File: src/program.hex
// One 32-bit instruction word per line, ROM entries 0 to 31 in order
00500093
ffd00113
002081b3
40118233
00802283
ffc0a303
00512623
fe61ac23
00208863
fe419c63
020000ef
00008067
123453b7
00001417
00000073
c00024f3
7ff4c513
009565b3
00158603
00c001a3
00064263
00000013
00100073
00100693
00d68733
00e02023
00002783
fee7d8e3
fff7f813
00381893
ff181f23
0ff0000f
File: src/source/fetchPkg.sv
`default_nettype none

package fetchPkg;

    // Line geometry and ROM size
    localparam int lineWords = 4;
    localparam int romWords = 32;
    localparam int idWidth = 4;

    typedef logic [31:0] tWord;

    // Line request from the sequencer
    typedef struct packed {
        logic valid;
        logic [idWidth-1:0] id;
        logic [31:0] addr;
    } tLineReq;

    // Line response, word address of slot 0 kept for the pc
    typedef struct packed {
        logic valid;
        logic [idWidth-1:0] id;
        logic [29:0] wordAddr;
        tWord [lineWords-1:0] words;
    } tLineRsp;

    // R layout, also gives the I immediate from funct7 and rs2
    typedef struct packed {
        logic [6:0] funct7;
        logic [4:0] rs2;
        logic [4:0] rs1;
        logic [2:0] funct3;
        logic [4:0] rd;
        logic [6:0] opcode;
    } tRView;

    // S layout, also gives the B immediate
    typedef struct packed {
        logic [6:0] immHigh;
        logic [4:0] rs2;
        logic [4:0] rs1;
        logic [2:0] funct3;
        logic [4:0] immLow;
        logic [6:0] opcode;
    } tSView;

    // Same word, two decodings
    typedef union packed {
        tRView rView;
        tSView sView;
    } tInstrFmt;

    typedef enum logic [2:0] {
        alu,
        aluImm,
        load,
        store,
        branch,
        jump,
        system,
        unknown
    } tInstrClass;

    typedef struct packed {
        logic valid;
        tInstrClass cls;
        logic isEbreak;
        logic [4:0] rd;
        logic [4:0] rs1;
        logic [4:0] rs2;
        logic usesRs2;
        logic [31:0] imm;
    } tPredecode;

    typedef struct packed {
        logic valid;
        logic [idWidth-1:0] id;
        logic [31:0] pc;
        tPredecode [lineWords-1:0] slots;
        logic endsProgram;
    } tBundle;

endpackage

`default_nettype wire

File: src/source/fetchSequencer.sv
`default_nettype none

module fetchSequencer (
    input  logic                 clk,
    input  logic                 rst,
    input  logic                 redirect,
    input  logic [31:0]          redirectAddr,
    input  logic                 run,
    input  logic                 haltStrobe,
    output fetchPkg::tLineReq    lineReq
);

    // Address of the next line and id of the next request
    logic [31:0] fetchAddr;
    logic [fetchPkg::idWidth-1:0] nextId;
    // Sticky stop after EBREAK, only a redirect clears it
    logic stopped;

    always_ff @(posedge clk) begin
        if (rst) begin
            fetchAddr <= '0;
            nextId <= '0;
            stopped <= 1'b0;
            lineReq <= '0;
        end else begin
            // One-cycle strobe by default
            lineReq.valid <= 1'b0;
            if (redirect) begin
                // New stream, first request next cycle
                fetchAddr <= redirectAddr;
                stopped <= 1'b0;
            end else if (haltStrobe) begin
                // Halt takes effect at once, no request this cycle
                stopped <= 1'b1;
            end else if (run && !stopped) begin
                lineReq.valid <= 1'b1;
                lineReq.id <= nextId;
                lineReq.addr <= fetchAddr;
                // Next line is 16 bytes on
                fetchAddr <= fetchAddr + 32'd16;
                nextId <= nextId + 1'b1;
            end
        end
    end

endmodule

`default_nettype wire

File: src/source/instrRom.sv
`default_nettype none

module instrRom #(
    parameter int latency = 2
) (
    input  logic                 clk,
    input  fetchPkg::tLineReq    lineReq,
    output fetchPkg::tLineRsp    lineRsp
);

    localparam int idxWidth = $clog2(fetchPkg::romWords);

    // Program image
    fetchPkg::tWord rom [fetchPkg::romWords];

    initial begin
        $readmemh("/design/src/program.hex", rom);
    end

    // Word index wraps at the ROM size through truncation
    function automatic logic [idxWidth-1:0] romIndex(
        input logic [31:0] addr,
        input int w
    );
        romIndex = addr[2 +: idxWidth] + idxWidth'(w);
    endfunction

    // Response pipeline, stage 0 is the lookup itself
    fetchPkg::tLineRsp rspPipe [latency];

    always_ff @(posedge clk) begin
        rspPipe[0].valid <= lineReq.valid;
        rspPipe[0].id <= lineReq.id;
        rspPipe[0].wordAddr <= lineReq.addr[31:2];
        // Unaligned start reads the following words
        for (int w = 0; w < fetchPkg::lineWords; w++) begin
            rspPipe[0].words[w] <= rom[romIndex(lineReq.addr, w)];
        end
    end

    // Remaining delay stages
    for (genvar i = 1; i < latency; i++) begin : gRspPipe
        always_ff @(posedge clk) begin
            rspPipe[i] <= rspPipe[i-1];
        end
    end

    // Last stage is the response
    assign lineRsp = rspPipe[latency-1];

endmodule

`default_nettype wire

File: src/source/preDecoder.sv
`default_nettype none

module preDecoder (
    input  logic                 clk,
    input  logic                 rst,
    input  logic                 wordValid,
    input  fetchPkg::tInstrFmt   word,
    output fetchPkg::tPredecode  info
);

    fetchPkg::tPredecode nextInfo;
    logic [31:0] immI;
    logic [31:0] immS;
    logic [31:0] immB;

    // I form sits where funct7 and rs2 are in the R layout
    assign immI = {{20{word.rView.funct7[6]}}, word.rView.funct7, word.rView.rs2};
    // S form from the split fields
    assign immS = {{20{word.sView.immHigh[6]}}, word.sView.immHigh, word.sView.immLow};
    // B form reshuffles the same S fields
    assign immB = {{19{word.sView.immHigh[6]}}, word.sView.immHigh[6], word.sView.immLow[0],
                   word.sView.immHigh[5:0], word.sView.immLow[4:1], 1'b0};

    always_comb begin
        nextInfo.valid = wordValid;
        nextInfo.isEbreak = (word == 32'h00100073);
        nextInfo.rd = word.rView.rd;
        nextInfo.rs1 = word.rView.rs1;
        nextInfo.rs2 = word.rView.rs2;
        nextInfo.usesRs2 = 1'b0;
        nextInfo.imm = '0;
        // Class from the opcode alone
        case (word.rView.opcode)
            7'b0110011: begin
                nextInfo.cls = fetchPkg::alu;
                nextInfo.usesRs2 = 1'b1;
            end
            7'b0010011: begin
                nextInfo.cls = fetchPkg::aluImm;
                nextInfo.imm = immI;
            end
            7'b0000011: begin
                nextInfo.cls = fetchPkg::load;
                nextInfo.imm = immI;
            end
            7'b0100011: begin
                // No destination register
                nextInfo.cls = fetchPkg::store;
                nextInfo.usesRs2 = 1'b1;
                nextInfo.rd = '0;
                nextInfo.imm = immS;
            end
            7'b1100011: begin
                nextInfo.cls = fetchPkg::branch;
                nextInfo.usesRs2 = 1'b1;
                nextInfo.rd = '0;
                nextInfo.imm = immB;
            end
            // JAL keeps a zero immediate
            7'b1101111: nextInfo.cls = fetchPkg::jump;
            7'b1100111: begin
                // JALR
                nextInfo.cls = fetchPkg::jump;
                nextInfo.imm = immI;
            end
            7'b1110011: begin
                nextInfo.cls = fetchPkg::system;
                nextInfo.imm = immI;
            end
            default: nextInfo.cls = fetchPkg::unknown;
        endcase
    end

    // One register stage, only the valid is reset
    always_ff @(posedge clk) begin
        info <= nextInfo;
        if (rst) begin
            info.valid <= 1'b0;
        end
    end

endmodule

`default_nettype wire

File: src/source/bundleCollector.sv
`default_nettype none

module bundleCollector (
    input  logic                                      clk,
    input  logic                                      rst,
    input  logic                                      redirect,
    input  fetchPkg::tPredecode [fetchPkg::lineWords-1:0] slotInfo,
    input  logic [fetchPkg::idWidth-1:0]              rspId,
    input  logic [31:0]                               rspPc,
    output fetchPkg::tBundle                          bundle,
    output logic                                      haltStrobe,
    output logic                                      halted
);

    fetchPkg::tBundle nextBundle;
    logic cut;
    // Bundles emitted so far
    logic [31:0] bundleCount;

    // Drop every slot after the first EBREAK
    always_comb begin
        cut = 1'b0;
        nextBundle.id = rspId;
        nextBundle.pc = rspPc;
        for (int w = 0; w < fetchPkg::lineWords; w++) begin
            nextBundle.slots[w] = slotInfo[w];
            if (cut) begin
                nextBundle.slots[w].valid = 1'b0;
            end
            if (slotInfo[w].valid && slotInfo[w].isEbreak) begin
                cut = 1'b1;
            end
        end
        nextBundle.endsProgram = cut;
        // Nothing leaves while halting or halted
        nextBundle.valid = slotInfo[0].valid && !halted && !haltStrobe;
    end

    always_ff @(posedge clk) begin
        if (rst) begin
            bundle <= '0;
            haltStrobe <= 1'b0;
            halted <= 1'b0;
            bundleCount <= '0;
        end else begin
            bundle <= nextBundle;
            // Pulses together with the halting bundle
            haltStrobe <= nextBundle.valid && nextBundle.endsProgram;
            if (redirect) begin
                halted <= 1'b0;
            end else if (haltStrobe) begin
                halted <= 1'b1;
            end
            if (nextBundle.valid) begin
                bundleCount <= bundleCount + 32'd1;
            end
        end
    end

endmodule

`default_nettype wire

File: src/source/fetchTop.sv
`default_nettype none

module fetchTop #(
    parameter int latency = 2
) (
    input  logic                 clk,
    input  logic                 rst,
    input  logic                 redirect,
    input  logic [31:0]          redirectAddr,
    input  logic                 run,
    output fetchPkg::tBundle     bundle,
    output logic                 halted
);

    fetchPkg::tLineReq lineReq;
    fetchPkg::tLineRsp lineRsp;
    fetchPkg::tPredecode [fetchPkg::lineWords-1:0] slotInfo;
    logic haltStrobe;
    // Id and pc delayed to line up with the predecoder outputs
    logic [fetchPkg::idWidth-1:0] rspIdQ;
    logic [31:0] rspPcQ;

    fetchSequencer fetchSequencer_inst (
        .clk(clk),
        .rst(rst),
        .redirect(redirect),
        .redirectAddr(redirectAddr),
        .run(run),
        .haltStrobe(haltStrobe),
        .lineReq(lineReq)
    );

    instrRom #(.latency(latency)) instrRom_inst (
        .clk(clk),
        .lineReq(lineReq),
        .lineRsp(lineRsp)
    );

    // One predecoder per slot
    for (genvar w = 0; w < fetchPkg::lineWords; w++) begin : gSlot
        preDecoder preDecoder_inst (
            .clk(clk),
            .rst(rst),
            .wordValid(lineRsp.valid),
            .word(lineRsp.words[w]),
            .info(slotInfo[w])
        );
    end

    always_ff @(posedge clk) begin
        rspIdQ <= lineRsp.id;
        rspPcQ <= {lineRsp.wordAddr, 2'b00};
    end

    bundleCollector bundleCollector_inst (
        .clk(clk),
        .rst(rst),
        .redirect(redirect),
        .slotInfo(slotInfo),
        .rspId(rspIdQ),
        .rspPc(rspPcQ),
        .bundle(bundle),
        .haltStrobe(haltStrobe),
        .halted(halted)
    );

endmodule

`default_nettype wire

File: config.mk
export PLATFORM = sky130hd
export DESIGN_NAME = fetchTop
export DESIGN_NICKNAME = d
export VERILOG_FILES = /design/src/source/fetchPkg.sv /design/src/source/fetchSequencer.sv /design/src/source/instrRom.sv /design/src/source/preDecoder.sv /design/src/source/bundleCollector.sv /design/src/source/fetchTop.sv
export SDC_FILE = /design/constraint.sdc
export NUM_CORES = 1
export LEC_CHECK = 0
export ABC_CLOCK_PERIOD_IN_PS = 4200
export BUFFER_PORTS_ARGS = -buffer_cell sky130_fd_sc_hd__buf_2
export CORE_ASPECT_RATIO = 1.4
export CORE_MARGIN = 2
export CORE_UTILIZATION = 40
export DETAILED_ROUTE_END_ITERATION = 16
export PLACE_DENSITY = 0.57
export SYNTH_ARGS = -nofsm -noshare
export SYNTH_HDL_FRONTEND = slang
export SYNTH_HIERARCHICAL = 1
export SYNTH_SLANG_ARGS = --single-unit
File: constraint.sdc
create_clock -name clk -period 4.2 [get_ports clk]
set_input_delay 0.63 -clock clk [delete_from_list [all_inputs] [get_ports clk]]
set_output_delay 0.63 -clock clk [all_outputs]
set_load 0.02 [all_outputs]
Word level (Yosys, flattened, before mapping)
Memories as Yosys holds them, arrays and structs flattened.
Cells that the tools add are included.
{"block": "op_classes", "add_sub_neg": 2, "n_mul": 0, "div_mod_pow": 0, "order_cmp": 0, "eq_ne": 37, "n_shift": 0, "mux": 20, "bitwise": 2, "n_reduce_logical": 34}
{"cell": "case mux 32 bit (3 select lines)", "n": 4}
{"cell": "equality test 32 x 21 -> 1 bit, second input constant", "n": 4}
{"cell": "equality test 7 bit, second input constant", "n": 16}
{"cell": "2-to-1 mux 32 bit", "n": 3}
{"cell": "case mux 3 bit (7 select lines)", "n": 4}
{"cell": "equality test 7 x 6 -> 1 bit, second input constant", "n": 8}
{"cell": "2-to-1 mux 37 bit", "n": 1}
{"cell": "adder 32 x 5 -> 32 bit, second input constant", "n": 1}
{"cell": "equality test 7 x 2 -> 1 bit, second input constant", "n": 4}
{"cell": "equality test 7 x 5 -> 1 bit, second input constant", "n": 4}
{"cell": "OR reduction 2 bit", "n": 12}
{"cell": "OR reduction 4 bit", "n": 4}
{"cell": "OR reduction 3 bit", "n": 5}
{"cell": "logical AND 1 bit", "n": 8}
{"cell": "2-to-1 mux 1 bit", "n": 8}
{"cell": "adder 4 x 1 -> 4 bit, second input constant", "n": 1}
{"cell": "AND reduction 3 bit", "n": 1}
{"cell": "zero test 1 bit", "n": 2}
{"cell": "inequality test 2 bit, second input constant", "n": 1}
{"cell": "inverter 1 bit", "n": 2}
{"cell": "AND reduction 2 bit", "n": 1}
{"cell": "nonzero test 2 bit", "n": 1}
{"block": "word_totals", "register_bits": 568, "latch_bits": 0, "mem_bits_rw": 326, "mem_bits_ro": 0, "input_bits": 36, "out_inout_bits": 251, "wordCells": 171, "mem_count": 1}
{"memory": "instrRom_inst.rspPipe", "words": 2, "width": 163, "read_ports": 2, "rd_ports_with_merged_regs": 0, "write_ports": 2, "line_no": "instrRom.sv:29", "text": "fetchPkg::tLineRsp rspPipe [latency];"}

Depth between registers and ports, before layout
{"block": "depth", "word_depth": 6, "ltp_mapped": 6, "mapped_depth_nobuf": 5}

Modules after synthesis
Netlist, hierarchy kept.
{"mod": "bundleCollector", "n_inst": 1, "cells_per_inst": 536, "area_per_inst_um2": 6781.5, "seq_area_each_um2": 5044.8}
{"mod": "preDecoder", "n_inst": 4, "cells_per_inst": 116, "area_per_inst_um2": 1306.3, "seq_area_each_um2": 680.7}
{"mod": "fetchSequencer", "n_inst": 1, "cells_per_inst": 394, "area_per_inst_um2": 3196.8, "seq_area_each_um2": 1481.4}
{"mod": "instrRom", "n_inst": 1, "cells_per_inst": 234, "area_per_inst_um2": 2628.8, "seq_area_each_um2": 1401.3}
{"mod": "fetchTop", "n_inst": 1, "cells_per_inst": 35, "area_per_inst_um2": 684.4, "seq_area_each_um2": 680.7}

Worst setup path before layout
OpenSTA, ideal clock, no wires.
{"block": "synth_path", "path_kind": "in2reg", "startpoint": "input run", "endpoint": "register fetchSequencer_inst.fetchAddr[21]", "setup_ps": 91, "arrival_time_ps": 2367, "required_time_ps": 4109, "slack_ps": 1742, "cell_stages": 6, "n_path_buf": 2, "path_cell_list": "or3b_1 buf_2 or4_1 buf_2 or4_1 a311oi_1"}
{"block": "synth_via", "elab_chain_len": 3}
{"item": "from (decl)", "line_no": "fetchTop.sv:10", "text": "input logic run,"}
{"item": "logical AND 1 bit", "line_no": "fetchSequencer.sv:35", "text": "end else if (run && !stopped) begin"}
{"item": "nonzero test 2 bit (no source line)"}
{"item": "AND reduction 2 bit (no source line)"}
{"item": "to (signal assigned)", "line_no": "fetchSequencer.sv:30", "text": "fetchAddr <= redirectAddr;"}
{"item": "to (signal assigned)", "line_no": "fetchSequencer.sv:40", "text": "fetchAddr <= fetchAddr + 32'd16;"}
{"item": "to (decl)", "line_no": "fetchSequencer.sv:14", "text": "logic [31:0] fetchAddr;"}
No other way between the ends.
A chain may end at the register's enable or synchronous reset.

Worst setup path in the final report
{"block": "layout_path", "startpoint": "register bundleCollector_inst.haltStrobe", "endpoint": "register fetchSequencer_inst.fetchAddr[27]"}
{"block": "layout_via", "elab_chain_len": 2}
{"item": "from (decl)", "line_no": "bundleCollector.sv:11", "text": "output logic haltStrobe,"}
{"item": "from (signal assigned)", "line_no": "bundleCollector.sv:48", "text": "haltStrobe <= nextBundle.valid && nextBundle.endsProgram;"}
{"item": "inequality test 2 bit (no source line)"}
{"item": "AND reduction 2 bit (no source line)"}
No other way between the ends.

==> key figures <==
Finish
  – Area grow syn2layout: 12.6%
  – ANT cells: 0
  – Final net count: 1852
  – Share of post-route cells with drive strength above 1: 21.8%

Min path
  – HP Start: redirectAddr[3]
  – Hold Path Depth: 3
  – HP Class: input port to flop
  – Hold endpoint: fetchSequencer_inst/fetchAddr[3]

Detailed routing
  – DRC Markers: 0
  – Routed Antenna Nets: 0
  – Vias/cell: 4.31
  – Wirelength, routed: around 33000 microns
  – Wire per inst: 13.5 microns
  – Via count: 10.6k
  – TritonRoute pass-1 iters: 4
  – Drt initial violations: between 400 and 500

Clock network
  – Max clock buf depth: 3
  – Clk slew on worst S/H paths: about 60 ps
  – Hold_buf cts: 0
  – Root Buffer: clkbuf_16
  – Clk_lat worst skew: 570 ps
  – CTS sink cnt: 562
  – CTS tree: built
  – Post-CTS Resized: 0
  – Num CTS Buffers: 52
  – H-Tree Depth: 2
  – Post-CTS Setup Bufs: 0

STA
  – Unrepaired setup endpoints after global routing: no
  – Worst slew margin: 33.1%
  – Max Fclk: 401 MHz
  – Hold_ws: 294 ps
  – Fin Setup TNS: 0 ps
  – Hold Fails Final Rpt: 0
  – Slew Limit Fails: 0
  – Final Cycle Share: about three fifths
  – Slew @ Worst Pin: 994 ps
  – Post-layout min period: 2500 ps
  – Max Clock Skew: 15.3 ps
  – # setup viols final: 0

Worst setup path
  – CP required: 4660 ps
  – Crit Path Max Fanout: 8
  – Reg-to-reg setup timing slack: 1700 ps
  – Worst reg2reg path endpoint: fetchSequencer_inst/fetchAddr[27]
  – Critical Setup Path Class: flop to flop
  – Critical path capture point type: flop
  – Delay-heaviest family, CP: simple AND/OR/NAND/NOR gates
  – Critical-path top delay cell: nor4_1
  – CP max stage delay: 870 ps
  – Critical path startpoint category: flop
  – WP data arrival: roughly 3000 ps
  – CP bufs+invs: 0
  – Critical R2R Launch: bundleCollector_inst/haltStrobe
  – Crit-path cells: or3b_1 > nor4_1 > a21boi_0 > o31a_1
  – Cells on worst reg2reg path: 4

Power and ir drop
  – Peak VDD IR: 0.325 mV
  – Internal power: 8.39 mW
  – Net switching power: 2.32 mW
  – Clk pwr share: 43.8%
  – Sequential power share: 51.8%
  – Static Leak: between 8 and 9 nW
  – Sw Share: 21.7%
  – Combinational share of power: 4.3%
  – Power density cells: 518 mW/mm^2

Floorplan
  – Die H: 258 microns
  – Ports: 287
  – Core ar.: 0.0452 sq mm
  – Row count: between 90 and 100
  – Die Width: between 150 and 200 microns
  – Die ar.: 0.0477 sq mm
  – Starting Density: 40.6%

Synth
  – Post-Syn Area per Cell: 11.1 sq um
  – Synth warnings: 6
  – Cells after synthesis: 1649
  – Cell Area, Synth: about 0.018 sq mm

Global routing
  – Global route hottest layer: met2
  – Met3 usage: 2.92%
  – Total gr overflow: 0
  – First-pass GRT wire length: 52800 microns
  – Routing usage on met1: between 10% and 20%
  – M2 GR Usage: 25.2%
  – Vias in the first global route: 10.4k
  – Gr usage total: 13.8%
  – Largest net degree at the start of global routing: 164
  – Initial antenna violation count: 0

Placement
  – Routability cong.: approximately 0.81
  – HPWL Detailed: 23000 microns
  – Port buffer count: around 280

Run status
  – Status: completed

Job
  – Maxcap violations: 0
[layout by cell type, fill, tap and decap left out, types with 10 or more instances in the layout]
cell and n:
a22o_1 16, nor2b_1 253, o21ai_0 10, nand4_1 13
clkbuf_16 54, nand3_1 16, nor4_1 27, a211oi_1 13
nand2_1 106, clkbuf_8 15, a21oi_1 45, dfxtp_1 562
inv_1 12, nor3b_1 34, conb_1 130, buf_2 283
nor2_1 41, and2_1 26
[metrics by stage]
stage / std cells / setup slack [ps] / power, mW / util (%) / instance area (sq um)
2_1_floorplan: 1777 / 1740 / 6.11 / - / 18900
3_3_place_gp: 2371 / 1500 / 6.12 / 41.9 / 18900
3_5_place_dp: 2371 / 1420 / 6.12 / 41.9 / 18900
4_1_cts: 2464 / 1700 / 10.9 / 45.7 / 20700
5_1_grt: 2464 / 1530 / 11.2 / 45.7 / 20700
6_report: 2464 / 1700 / 10.7 / 45.7 / 20700
[worst min-delay path, delay by kind of cell]
kind | cells | cell delay, ps
buffers and inverters | 1 | 70
multiplexers | 1 | 50
AND/OR/NAND/NOR | 1 | 70
[power groups by stage]
stage          combinational (mW)  sequential [mW]  clock [mW]
2_1_floorplan               0.384             5.73           0
3_3_place_gp                0.438             5.68           0
3_5_place_dp                0.442             5.68           0
4_1_cts                     0.443             5.56        4.86
5_1_grt                     0.516             5.57        5.08
6_report                    0.463             5.56        4.70
[sequential cells by signal (all words and copies together), names as in the netlist, 4 cells and up]
name,cells
gSlot.preDecoder_inst/info,136
fetchSequencer_inst/lineReq,35
rspPcQ,30
bundleCollector_inst/bundle,250
fetchSequencer_inst/nextId,4
fetchSequencer_inst/fetchAddr,30
instrRom_inst/rspPipe,70
rspIdQ,4
[routing by layer]
metal | part of all wire, % | up-vias
li1 | - | 5402
met1 | 39 | 4891
met2 | 51 | 255
met3 | 5.2 | 77
met4 | 4.4 | 0
met5 | 0 | -
[final cells by class]
cell class | instances | area [sq um]
repair buffers | 290 | 1480
clock inverters | 16 | 166
flip-flops and latches | 562 | 11300
well taps | 611 | 764
clock buffers | 77 | 1590
fillers | 4282 | 24500
inverters | 13 | 48.8
multi-input cells | 895 | 5400
[worst max path at each step]
stage          cells after the start  slack (ps)                       startpoint                                end
2_1_floorplan                      6        1740                              run  fetchSequencer_inst/fetchAddr[21]
3_3_place_gp                       5        1500                              run  fetchSequencer_inst/fetchAddr[21]
3_5_place_dp                       5        1420                              run  fetchSequencer_inst/fetchAddr[21]
4_1_cts                            4        1700  bundleCollector_inst/haltStrobe  fetchSequencer_inst/fetchAddr[27]
5_1_grt                            4        1530  bundleCollector_inst/haltStrobe  fetchSequencer_inst/fetchAddr[27]
6_report                           4        1700  bundleCollector_inst/haltStrobe  fetchSequencer_inst/fetchAddr[27]
No activity file was read; power rests on OpenSTA's default activity.
